### config.mk
export PLATFORM = sky130hd
export DESIGN_NAME = pe_top
export DESIGN_NICKNAME = d
export VERILOG_FILES = /design/src/verilog/pe_cfg_pkg.sv /design/src/verilog/loop_counter.sv /design/src/verilog/scratch_pad.sv /design/src/verilog/mac_unit.sv /design/src/verilog/psum_accum.sv /design/src/verilog/data_path_controller.sv /design/src/verilog/pe_decode.sv /design/src/verilog/pe_top.sv
export SDC_FILE = /design/constraint.sdc
export NUM_CORES = 1
export LEC_CHECK = 0
export ABC_AREA = 1
export BUFFER_PORTS_ARGS = -buffer_cell sky130_fd_sc_hd__buf_2
export CORE_MARGIN = 5
export CORE_UTILIZATION = 37
export DETAILED_ROUTE_END_ITERATION = 12
export PLACE_DENSITY = 0.6
export SLEW_MARGIN = 40
export SYNTH_ARGS = -nofsm -noshare
export SYNTH_HDL_FRONTEND = slang
export SYNTH_SLANG_ARGS = --single-unit
export TNS_END_PERCENT = 10
### constraint.sdc
create_clock -name i_clk -period 11.4 [get_ports i_clk]
set_input_delay 1.71 -clock i_clk [delete_from_list [all_inputs] [get_ports i_clk]]
set_output_delay 1.71 -clock i_clk [all_outputs]
set_load 0.01 [all_outputs]
### src/verilog/pe_cfg_pkg.sv
package pe_cfg_pkg;

    // ====================
    // limits and sizes
    // ====================
    localparam int MAX_R  = 12;
    localparam int MAX_TW = 16;
    localparam int MAX_U  = 4;
    localparam int MAX_PM = 4;

    // input row must fit 64, so (tw-1)*u+r is kept at or below it
    localparam int IPAD_DEPTH = 64;
    localparam int WPAD_DEPTH = MAX_R * MAX_PM;
    localparam int IPAD_AW    = $clog2(IPAD_DEPTH);
    localparam int WPAD_AW    = $clog2(WPAD_DEPTH);

    // index widths of the three loop counters
    localparam int IN_IW  = IPAD_AW + 1;
    localparam int WT_IW  = $clog2(MAX_R + 1);
    localparam int OUT_IW = $clog2(MAX_TW + 1);

    // loop levels, innermost first
    localparam int LV_R = 0;
    localparam int LV_M = 1;
    localparam int LV_T = 2;

    // ====================
    // data types
    // ====================
    typedef logic [7:0]  pix_t;
    typedef logic [5:0]  wt_t;
    typedef logic [19:0] psum_t;

    typedef enum logic {UNSIGNED = 1'b0, SIGNED = 1'b1} num_t;

    typedef struct packed {
        logic [$clog2(MAX_R+1)-1:0]  r;
        logic [$clog2(MAX_TW+1)-1:0] tw;
        logic [$clog2(MAX_U+1)-1:0]  u;
        logic [$clog2(MAX_PM+1)-1:0] pm;
        num_t                        x_numt;
        num_t                        w_numt;
    } pe_conf_t;

    typedef struct packed {
        logic dval;
        logic start;
        logic next;
        logic stall;
        logic reset;
    } pe_inst_t;

    typedef struct packed {
        logic [IN_IW-1:0]         in_len;
        logic [1:0][WT_IW-1:0]    wt;
        logic [2:0][OUT_IW-1:0]   out;
    } loop_sizes_t;

    typedef struct packed {
        logic reset;
        logic dval;
        logic inc;
    } loop_ctl_t;

    // fin marks the final result of a run
    typedef struct packed {
        logic [$clog2(MAX_TW)-1:0] t;
        logic [$clog2(MAX_PM)-1:0] m;
        logic                      fin;
    } out_tag_t;

    typedef struct packed {
        logic [IPAD_AW-1:0] in_addr;
        logic [WPAD_AW-1:0] wt_addr;
        logic               first;
        logic               last;
        out_tag_t           tag;
    } mac_req_t;

    typedef struct packed {
        psum_t    psum;
        out_tag_t tag;
    } psum_out_t;

endpackage

### src/verilog/loop_counter.sv
module loop_counter
    import pe_cfg_pkg::*;
#(
    parameter int NDEPTH = 1,
    parameter int IDXW   = 4
) (
    input  logic                        i_clk,
    input  logic                        i_rst_n,
    input  loop_ctl_t                   i_ctl,
    input  logic [NDEPTH-1:0][IDXW-1:0] i_size,
    output logic [NDEPTH-1:0][IDXW-1:0] o_idx,
    output logic [NDEPTH-1:0]           o_end
);

    // carry into each level
    logic [NDEPTH-1:0] carry;

    always_comb begin
        carry[0] = i_ctl.dval && i_ctl.inc;
        for (int i = 1; i < NDEPTH; i++) begin
            carry[i] = carry[i-1] && o_end[i-1];
        end
    end

    for (genvar g = 0; g < NDEPTH; g++) begin : g_lvl
        assign o_end[g] = (o_idx[g] == IDXW'(i_size[g] - 1'b1));

        // sizes come from decode, index state lives here
        a_idx_range: assert property (@(posedge i_clk) disable iff (!i_rst_n)
            i_ctl.dval |-> o_idx[g] < i_size[g]);
    end

    always_ff @(posedge i_clk or negedge i_rst_n) begin
        if (!i_rst_n) begin
            o_idx <= '0;
        end else if (i_ctl.reset) begin
            o_idx <= '0;
        end else begin
            for (int i = 0; i < NDEPTH; i++) begin
                if (carry[i]) begin
                    o_idx[i] <= o_end[i] ? '0 : o_idx[i] + 1'b1;
                end
            end
        end
    end

endmodule

### src/verilog/scratch_pad.sv
module scratch_pad #(
    parameter type payload_t = logic [7:0],
    parameter int  DEPTH     = 64
) (
    input  logic                     i_clk,
    input  logic                     i_we,
    input  logic [$clog2(DEPTH)-1:0] i_waddr,
    input  payload_t                 i_wdata,
    input  logic [$clog2(DEPTH)-1:0] i_raddr,
    output payload_t                 o_rdata
);

    payload_t mem [DEPTH];

    always_ff @(posedge i_clk) begin
        if (i_we) begin
            mem[i_waddr] <= i_wdata;
        end
    end

    // read data one cycle after the address
    always_ff @(posedge i_clk) begin
        o_rdata <= mem[i_raddr];
    end

endmodule

### src/verilog/mac_unit.sv
module mac_unit
    import pe_cfg_pkg::*;
(
    input  logic     i_clk,
    input  logic     i_rst_n,
    input  pix_t     i_pix,
    input  wt_t      i_wt,
    input  pe_conf_t i_conf,
    input  mac_req_t i_req,
    input  logic     i_req_val,
    output psum_t    o_prod,
    output logic     o_first,
    output logic     o_last,
    output out_tag_t o_tag,
    output logic     o_val
);

    mac_req_t req_q;
    logic     val_q;

    // one extra bit holds the sign or a zero
    logic signed [$bits(pix_t):0] pix_ext;
    logic signed [$bits(wt_t):0]  wt_ext;

    assign pix_ext = {(i_conf.x_numt == SIGNED) && i_pix[$bits(pix_t)-1], i_pix};
    assign wt_ext  = {(i_conf.w_numt == SIGNED) && i_wt[$bits(wt_t)-1], i_wt};

    always_ff @(posedge i_clk or negedge i_rst_n) begin
        if (!i_rst_n) begin
            val_q <= 1'b0;
            o_val <= 1'b0;
        end else begin
            val_q <= i_req_val;
            o_val <= val_q;
        end
    end

    // req_q lines up with pad read data
    always_ff @(posedge i_clk) begin
        req_q   <= i_req;
        o_prod  <= pix_ext * wt_ext;
        o_first <= req_q.first;
        o_last  <= req_q.last;
        o_tag   <= req_q.tag;
    end

endmodule

### src/verilog/psum_accum.sv
module psum_accum
    import pe_cfg_pkg::*;
(
    input  logic      i_clk,
    input  logic      i_rst_n,
    input  psum_t     i_prod,
    input  logic      i_first,
    input  logic      i_last,
    input  out_tag_t  i_tag,
    input  logic      i_val,
    input  logic      i_out_ack,
    output psum_out_t o_out,
    output logic      o_out_rdy,
    output logic      o_busy,
    output logic      o_done_tag_last
);

    psum_t acc;
    psum_t sum_now;
    logic  close;

    // first tap restarts the sum
    assign sum_now = i_first ? i_prod : acc + i_prod;
    assign close   = i_val && i_last;

    always_ff @(posedge i_clk) begin
        if (i_val) begin
            acc <= sum_now;
        end
        if (close) begin
            o_out <= '{psum: sum_now, tag: i_tag};
        end
    end

    // ====================
    // output handshake
    // ====================
    always_ff @(posedge i_clk or negedge i_rst_n) begin
        if (!i_rst_n) begin
            o_out_rdy <= 1'b0;
        end else if (close) begin
            o_out_rdy <= 1'b1;
        end else if (i_out_ack) begin
            o_out_rdy <= 1'b0;
        end
    end

    assign o_busy          = o_out_rdy || close;
    assign o_done_tag_last = o_out_rdy && i_out_ack && o_out.tag.fin;

    // issue side must hold back while the output register is occupied
    a_no_overrun: assert property (@(posedge i_clk) disable iff (!i_rst_n)
        close |-> !o_out_rdy);

endmodule

### src/verilog/data_path_controller.sv
module data_path_controller
    import pe_cfg_pkg::*;
(
    input  logic               i_clk,
    input  logic               i_rst_n,
    input  logic               i_ce,
    input  logic               i_loop_rst,
    input  loop_sizes_t        i_sizes,
    input  pe_conf_t           i_conf,
    input  logic               i_in_rdy,
    input  logic               i_wt_rdy,
    input  logic               i_busy,
    output logic               o_in_ack,
    output logic               o_wt_ack,
    output logic               o_in_we,
    output logic [IPAD_AW-1:0] o_in_waddr,
    output logic               o_wt_we,
    output logic [WPAD_AW-1:0] o_wt_waddr,
    output mac_req_t           o_req,
    output logic               o_req_val,
    output logic               o_last_done
);

    loop_ctl_t in_ctl;
    loop_ctl_t wt_ctl;
    loop_ctl_t out_ctl;

    logic [0:0][IN_IW-1:0]  in_idx;
    logic [1:0][WT_IW-1:0]  wt_idx;
    logic [2:0][OUT_IW-1:0] out_idx;
    logic [0:0]             in_end;
    logic [1:0]             wt_end;
    logic [2:0]             out_end;

    // run progress
    logic in_done;
    logic wt_done;
    logic out_done;
    logic last_pend;

    logic [IN_IW-1:0]   in_cnt;
    logic [IN_IW-1:0]   rd_in;
    logic [WPAD_AW-1:0] wt_total;
    logic [WPAD_AW-1:0] wt_cnt;
    logic [WPAD_AW-1:0] rd_wt;
    logic               issue;

    // ====================
    // loop counters
    // ====================
    assign in_ctl  = '{reset: i_loop_rst, dval: i_ce, inc: o_in_we};
    assign wt_ctl  = '{reset: i_loop_rst, dval: i_ce, inc: o_wt_we};
    assign out_ctl = '{reset: i_loop_rst, dval: i_ce, inc: issue};

    loop_counter #(.NDEPTH(1), .IDXW(IN_IW)) u_in_loop (
        .i_clk,
        .i_rst_n,
        .i_ctl  (in_ctl),
        .i_size (i_sizes.in_len),
        .o_idx  (in_idx),
        .o_end  (in_end)
    );

    // weights filter-major, taps inner
    loop_counter #(.NDEPTH(2), .IDXW(WT_IW)) u_wt_loop (
        .i_clk,
        .i_rst_n,
        .i_ctl  (wt_ctl),
        .i_size (i_sizes.wt),
        .o_idx  (wt_idx),
        .o_end  (wt_end)
    );

    // pixel t outer, filter m, tap r inner
    loop_counter #(.NDEPTH(3), .IDXW(OUT_IW)) u_out_loop (
        .i_clk,
        .i_rst_n,
        .i_ctl  (out_ctl),
        .i_size (i_sizes.out),
        .o_idx  (out_idx),
        .o_end  (out_end)
    );

    // ====================
    // stream acks
    // ====================
    assign o_in_ack   = i_ce && !i_loop_rst && !in_done;
    assign o_wt_ack   = i_ce && !i_loop_rst && !wt_done;
    assign o_in_we    = i_in_rdy && o_in_ack;
    assign o_wt_we    = i_wt_rdy && o_wt_ack;
    assign o_in_waddr = in_idx[0][IPAD_AW-1:0];
    assign o_wt_waddr = wt_idx[LV_M] * i_conf.r + wt_idx[LV_R];

    // number of items already written
    assign in_cnt   = in_done ? i_sizes.in_len : in_idx[0];
    assign wt_total = i_conf.pm * i_conf.r;
    assign wt_cnt   = wt_done ? wt_total : o_wt_waddr;

    // ====================
    // catch-up and issue
    // ====================
    assign rd_in = out_idx[LV_T] * i_conf.u + out_idx[LV_R];
    assign rd_wt = out_idx[LV_M] * i_conf.r + out_idx[LV_R];

    assign issue = i_ce && !i_loop_rst && !out_done && !i_busy && !last_pend &&
                   (in_cnt > rd_in) && (wt_cnt > rd_wt);

    always_comb begin
        o_req.in_addr = rd_in[IPAD_AW-1:0];
        o_req.wt_addr = rd_wt;
        o_req.first   = (out_idx[LV_R] == '0);
        o_req.last    = out_end[LV_R];
        o_req.tag.t   = out_idx[LV_T][$bits(o_req.tag.t)-1:0];
        o_req.tag.m   = out_idx[LV_M][$bits(o_req.tag.m)-1:0];
        o_req.tag.fin = &out_end;
    end

    assign o_req_val = issue;

    always_ff @(posedge i_clk or negedge i_rst_n) begin
        if (!i_rst_n) begin
            in_done   <= 1'b0;
            wt_done   <= 1'b0;
            out_done  <= 1'b0;
            last_pend <= 1'b0;
        end else begin
            // covers the read stage before psum_accum sees the last tap
            last_pend <= issue && o_req.last;
            if (i_loop_rst) begin
                in_done  <= 1'b0;
                wt_done  <= 1'b0;
                out_done <= 1'b0;
            end else begin
                if (o_in_we && in_end[0]) in_done <= 1'b1;
                if (o_wt_we && &wt_end) wt_done <= 1'b1;
                if (issue && &out_end) out_done <= 1'b1;
            end
        end
    end

    // all taps issued and the final result has left
    assign o_last_done = out_done && !i_busy && !last_pend;

    // pad read addresses stay below the pad write pointers
    a_rd_below_wr: assert property (@(posedge i_clk) disable iff (!i_rst_n || i_loop_rst)
        o_req_val |-> (in_done || o_req.in_addr < o_in_waddr) &&
                      (wt_done || o_req.wt_addr < o_wt_waddr));

endmodule

### src/verilog/pe_decode.sv
module pe_decode
    import pe_cfg_pkg::*;
(
    input  logic        i_clk,
    input  logic        i_rst_n,
    input  pe_inst_t    i_inst,
    input  pe_conf_t    i_conf,
    input  logic        i_last_done,
    output logic        o_ce,
    output logic        o_loop_rst,
    output loop_sizes_t o_sizes
);

    typedef enum logic [2:0] {IDLE, INIT, WORK, STALL} state_t;

    state_t state;
    state_t state_nxt;
    logic   cmd_start;
    logic   cmd_next;
    logic   cmd_stall;
    logic   cmd_reset;

    // instruction fields only count with dval
    assign cmd_start = i_inst.dval && i_inst.start;
    assign cmd_next  = i_inst.dval && i_inst.next;
    assign cmd_stall = i_inst.dval && i_inst.stall;
    assign cmd_reset = i_inst.dval && i_inst.reset;

    // ====================
    // main FSM
    // ====================
    always_comb begin
        state_nxt = state;
        case (state)
            IDLE: begin
                if (cmd_start) state_nxt = INIT;
            end
            INIT: begin
                state_nxt = cmd_reset ? IDLE : WORK;
            end
            WORK: begin
                if ((cmd_reset && i_inst.start) || cmd_next) state_nxt = INIT;
                else if (cmd_reset || i_last_done) state_nxt = IDLE;
                else if (cmd_stall) state_nxt = STALL;
            end
            STALL: begin
                // results may still drain while stalled
                if (cmd_reset || i_last_done) state_nxt = IDLE;
                else if (i_inst.dval && !i_inst.stall) state_nxt = WORK;
            end
            default: begin
                state_nxt = IDLE;
            end
        endcase
    end

    always_ff @(posedge i_clk or negedge i_rst_n) begin
        if (!i_rst_n) begin
            state <= IDLE;
        end else begin
            state <= state_nxt;
        end
    end

    assign o_ce       = (state == WORK);
    assign o_loop_rst = (state == INIT) || cmd_reset;

    // ====================
    // loop bounds
    // ====================
    always_comb begin
        o_sizes.in_len    = (IN_IW'(i_conf.tw) - 1'b1) * i_conf.u + i_conf.r;
        o_sizes.wt[LV_R]  = WT_IW'(i_conf.r);
        o_sizes.wt[LV_M]  = WT_IW'(i_conf.pm);
        o_sizes.out[LV_R] = OUT_IW'(i_conf.r);
        o_sizes.out[LV_M] = OUT_IW'(i_conf.pm);
        o_sizes.out[LV_T] = OUT_IW'(i_conf.tw);
    end

    a_state_legal: assert property (@(posedge i_clk) disable iff (!i_rst_n)
        !$isunknown(state) && state inside {IDLE, INIT, WORK, STALL});

endmodule

### src/verilog/pe_top.sv
module pe_top
    import pe_cfg_pkg::*;
(
    input  logic      i_clk,
    input  logic      i_rst_n,
    input  pe_conf_t  i_conf,
    input  pe_inst_t  i_inst,
    input  logic      i_in_rdy,
    input  pix_t      i_in_data,
    output logic      o_in_ack,
    input  logic      i_wt_rdy,
    input  wt_t       i_wt_data,
    output logic      o_wt_ack,
    output logic      o_out_rdy,
    output psum_out_t o_out,
    input  logic      i_out_ack,
    output logic      o_done
);

    logic               ce;
    logic               loop_rst;
    loop_sizes_t        sizes;
    logic               last_done;
    logic               in_we;
    logic [IPAD_AW-1:0] in_waddr;
    logic               wt_we;
    logic [WPAD_AW-1:0] wt_waddr;
    mac_req_t           req;
    logic               req_val;
    pix_t               pix_rd;
    wt_t                wt_rd;
    psum_t              prod;
    logic               prod_first;
    logic               prod_last;
    out_tag_t           prod_tag;
    logic               prod_val;
    logic               busy;

    // ====================
    // decode
    // ====================
    pe_decode u_decode (
        .i_clk,
        .i_rst_n,
        .i_inst,
        .i_conf,
        .i_last_done (last_done),
        .o_ce        (ce),
        .o_loop_rst  (loop_rst),
        .o_sizes     (sizes)
    );

    // ====================
    // execute
    // ====================
    data_path_controller u_dpc (
        .i_clk,
        .i_rst_n,
        .i_ce        (ce),
        .i_loop_rst  (loop_rst),
        .i_sizes     (sizes),
        .i_conf,
        .i_in_rdy,
        .i_wt_rdy,
        .i_busy      (busy),
        .o_in_ack,
        .o_wt_ack,
        .o_in_we     (in_we),
        .o_in_waddr  (in_waddr),
        .o_wt_we     (wt_we),
        .o_wt_waddr  (wt_waddr),
        .o_req       (req),
        .o_req_val   (req_val),
        .o_last_done (last_done)
    );

    scratch_pad #(.payload_t(pix_t), .DEPTH(IPAD_DEPTH)) u_ipad (
        .i_clk,
        .i_we    (in_we),
        .i_waddr (in_waddr),
        .i_wdata (i_in_data),
        .i_raddr (req.in_addr),
        .o_rdata (pix_rd)
    );

    scratch_pad #(.payload_t(wt_t), .DEPTH(WPAD_DEPTH)) u_wpad (
        .i_clk,
        .i_we    (wt_we),
        .i_waddr (wt_waddr),
        .i_wdata (i_wt_data),
        .i_raddr (req.wt_addr),
        .o_rdata (wt_rd)
    );

    mac_unit u_mac (
        .i_clk,
        .i_rst_n,
        .i_pix     (pix_rd),
        .i_wt      (wt_rd),
        .i_conf,
        .i_req     (req),
        .i_req_val (req_val),
        .o_prod    (prod),
        .o_first   (prod_first),
        .o_last    (prod_last),
        .o_tag     (prod_tag),
        .o_val     (prod_val)
    );

    // ====================
    // result
    // ====================
    psum_accum u_accum (
        .i_clk,
        .i_rst_n,
        .i_prod          (prod),
        .i_first         (prod_first),
        .i_last          (prod_last),
        .i_tag           (prod_tag),
        .i_val           (prod_val),
        .i_out_ack,
        .o_out,
        .o_out_rdy,
        .o_busy          (busy),
        .o_done_tag_last (o_done)
    );

endmodule

# Word-level counts from Yosys, hierarchy flattened
# Memory sizes are Yosys's and may differ from the RTL's. A register that Yosys moved wholly into a read port is not among the register bits.
# Index checks and enable logic that the tools add are counted.
# word_totals
ram_bits,800
output_inout_bits,31
wordCells,167
register_bits,125
memories,2
input_bits,41
# op_classes
n_addsub,18
n_mux,38
eq_ne,12
multipliers,6
n_reduce_logical,59
magnitude_cmp,2
# mem_list
name,words,word_bits,read_ports,rd_clocked_by_memory_dff,wr,line,text
u_ipad.mem,64,8,1,1,1,scratch_pad.sv:13,payload_t mem [DEPTH];
u_wpad.mem,48,6,1,1,1,scratch_pad.sv:13,
# op_table
operator,n
1-bit logical AND,33
5-bit 2-to-1 mux,6
7-bit 2-to-1 mux,4
20-bit adder,1
20-bit 2-to-1 mux,1
2-bit nonzero test,10
3-bit 2-to-1 mux,6
9-bit by 7-bit multiplier with 16-bit output,1
4-bit 2-to-1 mux,4
"5-bit by 1-bit adder with 5-bit output, second input constant",3
5-bit equality test,3
15-bit 2-to-1 mux,1
1-bit 2-to-1 mux,12
3-bit one-hot mux with 4 select lines,1
"4-bit by 1-bit adder with 4-bit output, second input constant",2
4-bit equality test,2
8-bit 2-to-1 mux,1
"3-bit by 1-bit subtractor with 4-bit output, second input constant",2
"7-bit by 1-bit adder with 7-bit output, second input constant",1
7-bit by 4-bit adder with 7-bit output,1
7-bit by 5-bit adder with 7-bit output,1
7-bit equality test,1
7-bit greater-than comparator,1
1-bit logical NOT,7
25 further kinds,30

# Depth between registers and ports, before layout
# depth
word_depth,14
mapped_depth,31

# Cells and area by module
# Synthesis repeated with hierarchy kept, for this count alone.
# unflattened
hier_cells,4546
area_unflattened_um2,45980.3
# modules_own_cells
mod,instances,cells_per_inst,area_per_inst_um2
scratch_pad (u_ipad),1,1805,21339.2
scratch_pad (u_wpad),1,1019,12027.8
mac_unit,1,398,3296.9
psum_accum,1,334,2897.8
data_path_controller,1,390,2567.5
loop_counter (u_dpc.u_out_loop),1,228,1413.9
pe_decode,1,151,1001.0
loop_counter (u_dpc.u_in_loop),1,119,729.4
loop_counter (u_dpc.u_wt_loop),1,102,706.9

# Worst setup path after synthesis
# Ideal clock, no wire load.
# synth_path
path_kind,in2reg
startpoint,in i_conf[14] in the netlist's numbering
endpoint,reg u_dpc.u_out_loop.o_idx[9] in the netlist's numbering
path_stages,24
arrival_time_ns,6.014
required_time_ns,11.277
n_path_buf,1
setup_slack_ns,5.263
path_cell_list,clkbuf_1 -> nand2_1 -> inv_1 -> fa_1 -> fa_1 -> inv_1 -> fa_1 -> inv_1 -> ha_1 -> nand2_1 -> o21ai_0 -> xnor2_1 -> xor2_2 -> inv_2 -> ha_1 -> nand4_1 -> inv_1 -> nand2_1 -> o21ai_0 -> nand3_2 -> o21ai_2 -> inv_2 -> nand2_1 -> o21ai_1
# synth_via
elab_chain_len,8
# synth_lines
element,line,text
from (decl),pe_top.sv:6,"input pe_conf_t i_conf,"
4-bit by 4-bit multiplier with 6-bit output or 7-bit by 4-bit adder with 7-bit output (tied branches),"data_path_controller.sv:92, pe_decode.sv:72",
6-bit by 4-bit adder with 6-bit output or 7-bit 2-to-1 mux (tied branches),"data_path_controller.sv:92, data_path_controller.sv:95",
6-bit 2-to-1 mux or 7-bit greater-than comparator (tied branches),"data_path_controller.sv:97, data_path_controller.sv:106",
6-bit greater-than comparator or 1-bit logical AND (tied branches),"data_path_controller.sv:106, data_path_controller.sv:105",
1-bit logical AND,data_path_controller.sv:106,(in_cnt > rd_in) && (wt_cnt > rd_wt);
1-bit logical AND,loop_counter.sv:19,carry[0] = i_ctl.dval && i_ctl.inc;
1-bit logical AND (*),loop_counter.sv:21,carry[i] = carry[i-1] && o_end[i-1];
2-bit nonzero test (no line) (*),n/a,
"to (signal, indexed assignment)",loop_counter.sv:41,o_idx[i] <= o_end[i] ? '0 : o_idx[i] + 1'b1;
to (decl),loop_counter.sv:11,"output logic [NDEPTH-1:0][IDXW-1:0] o_idx,"
# Every way passes the cells marked *; elsewhere a longest branch is shown, timed or not.
# A chain may end at the register's enable or synchronous reset.

# Worst setup path in the final report
# layout_path
startpoint,in i_conf[15] in the netlist's numbering
endpoint,reg u_dpc.u_out_loop.o_idx[13] in the netlist's numbering
# layout_via
elab_chain_len,9
# layout_lines
element,line
4-bit by 4-bit multiplier with 6-bit output or 7-bit by 4-bit adder with 7-bit output (tied branches),"data_path_controller.sv:92, pe_decode.sv:72"
6-bit by 4-bit adder with 6-bit output or 7-bit 2-to-1 mux (tied branches),"data_path_controller.sv:92, data_path_controller.sv:95"
6-bit 2-to-1 mux or 7-bit greater-than comparator (tied branches),"data_path_controller.sv:97, data_path_controller.sv:106"
6-bit greater-than comparator or 1-bit logical AND (tied branches),"data_path_controller.sv:106, data_path_controller.sv:105"
1-bit logical AND,data_path_controller.sv:106
1-bit logical AND,loop_counter.sv:19
1-bit logical AND (*) (2 in a row),loop_counter.sv:21
2-bit nonzero test (no line) (*),n/a
# Marked as above.

==> impl_metrics.ini <==
[logic_synthesis]
yosysUniqueCellTypes = 52
synth_top_area_share_pct = 58.81
syn_nets = 4004
synth_edf_count = 847
avgSynthCellArea_sq_um = 11.50
synth_area_leaders = edfxtp_1, o21ai_0, nor2_1, fa_1, ha_1
netlist_area_sq_mm = 0.04325
yosysMostFrequentCell = edfxtp_1
synthTopCellsByCount = edfxtp_1, nor2_1, o21ai_0
netlist_instances = 3762
synthArstFlopShare_pct = 4.176
ys.flop_type = edfxtp_1
ys_ff_latch = 934
synth_seq_area_share_pct = 63.29
yosys_warnings = 0
synth_largest_area_cell = edfxtp_1

[drt]
drc_errors = 0
routedWlPerCell_microns = 20.39
drt_iter0_drc = 2589
via_per_inst = 5.351
wl_mm = 109.5
via_count = 28740
ant_nets = 0
dr.pass1.iters = 5

[floorplanning]
dieHeight_microns = 351.9
core.rowCount = 125
die_w_microns = 351.9
initial_utilization_pct = 37.21
die-area_sq_mm = 0.1238
ios = 72
coreArea_sq_mm = 0.1162

[sta]
fin_crit_sh_pct = 57.67
report.final.slew_viol_count = 0
setup_violations = 0
max-slew-margin-rel_pct = 43.12
hold_violations = 0
skew_ns = 0.03776
worst_slack_ns = 4.826
clock.fmax_ghz = 0.1521
final.setup.tns_ns = 0
rsz0062_at_grt = false
finalCriticalPeriod_ns = 6.574
tightestPinTransition_ns = 0.8500

[cells_and_area]
final_area_sq_mm = 0.04823
fin_nets = 4002
drive_above_1_share_pct = 8.817
fin_util_pct = 41.50
syn2layout_area_growth_pct = 11.53

[cts]
insertion_delay_ns = 0.67
cts.sinks = 934
cts_resized = 0
htreeDepth = 3
path_clk_slew_ns = 0.06
cts_tree = yes
cts-buffers-inserted = 98
cts.hold.buffers_added = 0
clockBufferDepth = 3
root_buffer = clkbuf_16
cts_setup_buffers = 0

[placement]
dp_slack_ns = 4.188
place_area_sq_mm = 0.04503
gp_congestion = 0.8569
dp_hpwl_mm = 67.06
portBuffers = 71

[grt]
grt_pass1_vias = 27640
antenna_found_initial = 5
grt_overflow = 0
grt_pass1_wl_mm = 167.5
grt_util_all_layers_pct = 17.46
grt_start_max_net_pins = 181

[power]
p_leak_nw = 17.43
irDropWorstVdd_v = 0.0002226
power_density_mw_per_mm2 = 227.5
finalPower_mw = 10.97

[critical_path]
crit_required_ns = 11.95
crit_type = input port to flop
start_kind = input port
rrSetupSlack_ns = 5.62
r2r_start = u_dpc.u_out_loop.o_idx[6]
worstPathMaxFanout = 19
ff2ff_path_depth = 20
critPathArrivalTime_ns = 7.12
regToRegEndpoint = u_dpc.u_out_loop.o_idx[13]
end_kind = flop

[min_path]
hold_end = u_mac.o_last
hp-class = flop to flop
worstHoldPathCells = 0
min-delay-start = u_mac.req_q[7]

[run_status]
status = finished, final reports clean

[job]
max-cap-violations = 0
stage by stage:
step / std cells / hold slack, ns
3_3_place_gp: 5183 / 0.3117
2_1_floorplan: 3762 / 0.3096
6_report: 5370 / 0.3311
5_1_grt: 5369 / 0.3521
4_1_cts: 5368 / 0.3363
3_5_place_dp: 5183 / 0.3191
per-layer routing:
| layer | up-vias | global-route usage (%) | share of wire [%] |
|---|---|---|---|
| li1 | 13430 | - | - |
| met4 | 0 | 5.231 | 2.9 |
| met1 | 14190 | 24.15 | 43 |
| met2 | 937 | 28.74 | 48 |
| met3 | 179 | 2.530 | 6.4 |
| met5 | - | 0 | 0 |
state kept, by name, indices dropped and copies added, names as in the netlist, 2 cells and up:
name / count
u_dpc.u_wt_loop.o_idx: 8
u_dpc.u_in_loop.o_idx: 7
u_wpad.mem: 288
u_accum.acc: 20
u_mac.o_tag: 7
u_decode.state: 2
u_mac.req_q: 9
u_mac.o_prod: 16
u_wpad.o_rdata: 6
u_accum.o_out: 27
u_dpc.u_out_loop.o_idx: 15
u_ipad.mem: 512
u_ipad.o_rdata: 8
cells by family after synthesis:
kind of cell	Yosys count	share of synthesized area, %
compound gates	810	11.27
xor+xnor	81	1.849
fa+ha+maj	201	7.222
buf+inv	494	4.444
flops	934	63.29
simple gates	1242	11.93
critical path, stage by stage:
cell and delay, ns:
buf_2 0.31, nand2_1 0.09, inv_1 0.09, fa_1 0.43, fa_1 0.49, inv_1 0.05, fa_1 0.47, inv_1 0.04
ha_1 0.37, xnor2_4 0.57, clkinv_1 0.74, ha_1 0.56, nand4_1 0.08, inv_1 0.10, nand2_1 0.05, o21ai_0 0.22
nand3_2 0.25, nor2_8 0.21, nand2_4 0.09, nand2_4 0.08, o21ai_0 0.08
cell type report:
cell class	count	area, sq um
clock buffers	126	2610
multi-input cells	2334	14100
fillers	10830	67980
well taps	1524	1907
flip-flops and latches	934	27370
inverters	294	1115
clock inverters	59	511.7
diodes	1	2.502
repair buffers	98	611.8
worst max path at each step:
stage / startpoint / end / depth (start not counted)
floorplan: i_conf[14] / u_dpc.u_out_loop.o_idx[9] / 24
global placement: i_conf[15] / u_dpc.u_out_loop.o_idx[13] / 21
detailed placement: i_conf[15] / u_dpc.u_out_loop.o_idx[13] / 21
CTS: i_conf[15] / u_dpc.u_out_loop.o_idx[13] / 21
global route: i_conf[15] / u_dpc.u_out_loop.o_idx[13] / 22
finish: i_conf[15] / u_dpc.u_out_loop.o_idx[13] / 21
power breakdown:
part	internal [mW]	total, mW	leakage (nW)	switching, mW
registers	3.88	4.01	8.55	0.131
clock network	1.76	3.11	1.51	1.34
logic	1.35	3.86	7.38	2.51
total	6.99	11.0	17.4	3.99
cells in the final DEF, fill, tap and decap left out, types with 7 or more instances in the layout:
cell type | synthesis | routed
nor2_2 | 0 | 36
o221ai_1 | 160 | 160
clkinv_2 | 0 | 18
buf_4 | 7 | 29
xor2_1 | 40 | 40
o21ai_1 | 15 | 16
fa_1 | 81 | 79
clkinv_1 | 4 | 22
xnor2_1 | 32 | 31
inv_1 | 282 | 277
edfxtp_1 | 847 | 847
clkinvlp_4 | 0 | 8
o211ai_1 | 42 | 42
dfxtp_1 | 48 | 47
nand2_1 | 378 | 378
or2_2 | 14 | 14
inv_6 | 0 | 7
o22ai_1 | 40 | 40
ha_1 | 120 | 116
nand4_1 | 16 | 16
inv_2 | 8 | 9
a21oi_1 | 69 | 69
clkbuf_1 | 158 | 25
buf_2 | 33 | 64
nand3_1 | 209 | 209
nor3_1 | 12 | 12
o21ai_0 | 462 | 461
clkbuf_16 | 0 | 100
dfrtp_1 | 39 | 39
nor2_1 | 588 | 552
(Power assumes the default switching activity.)
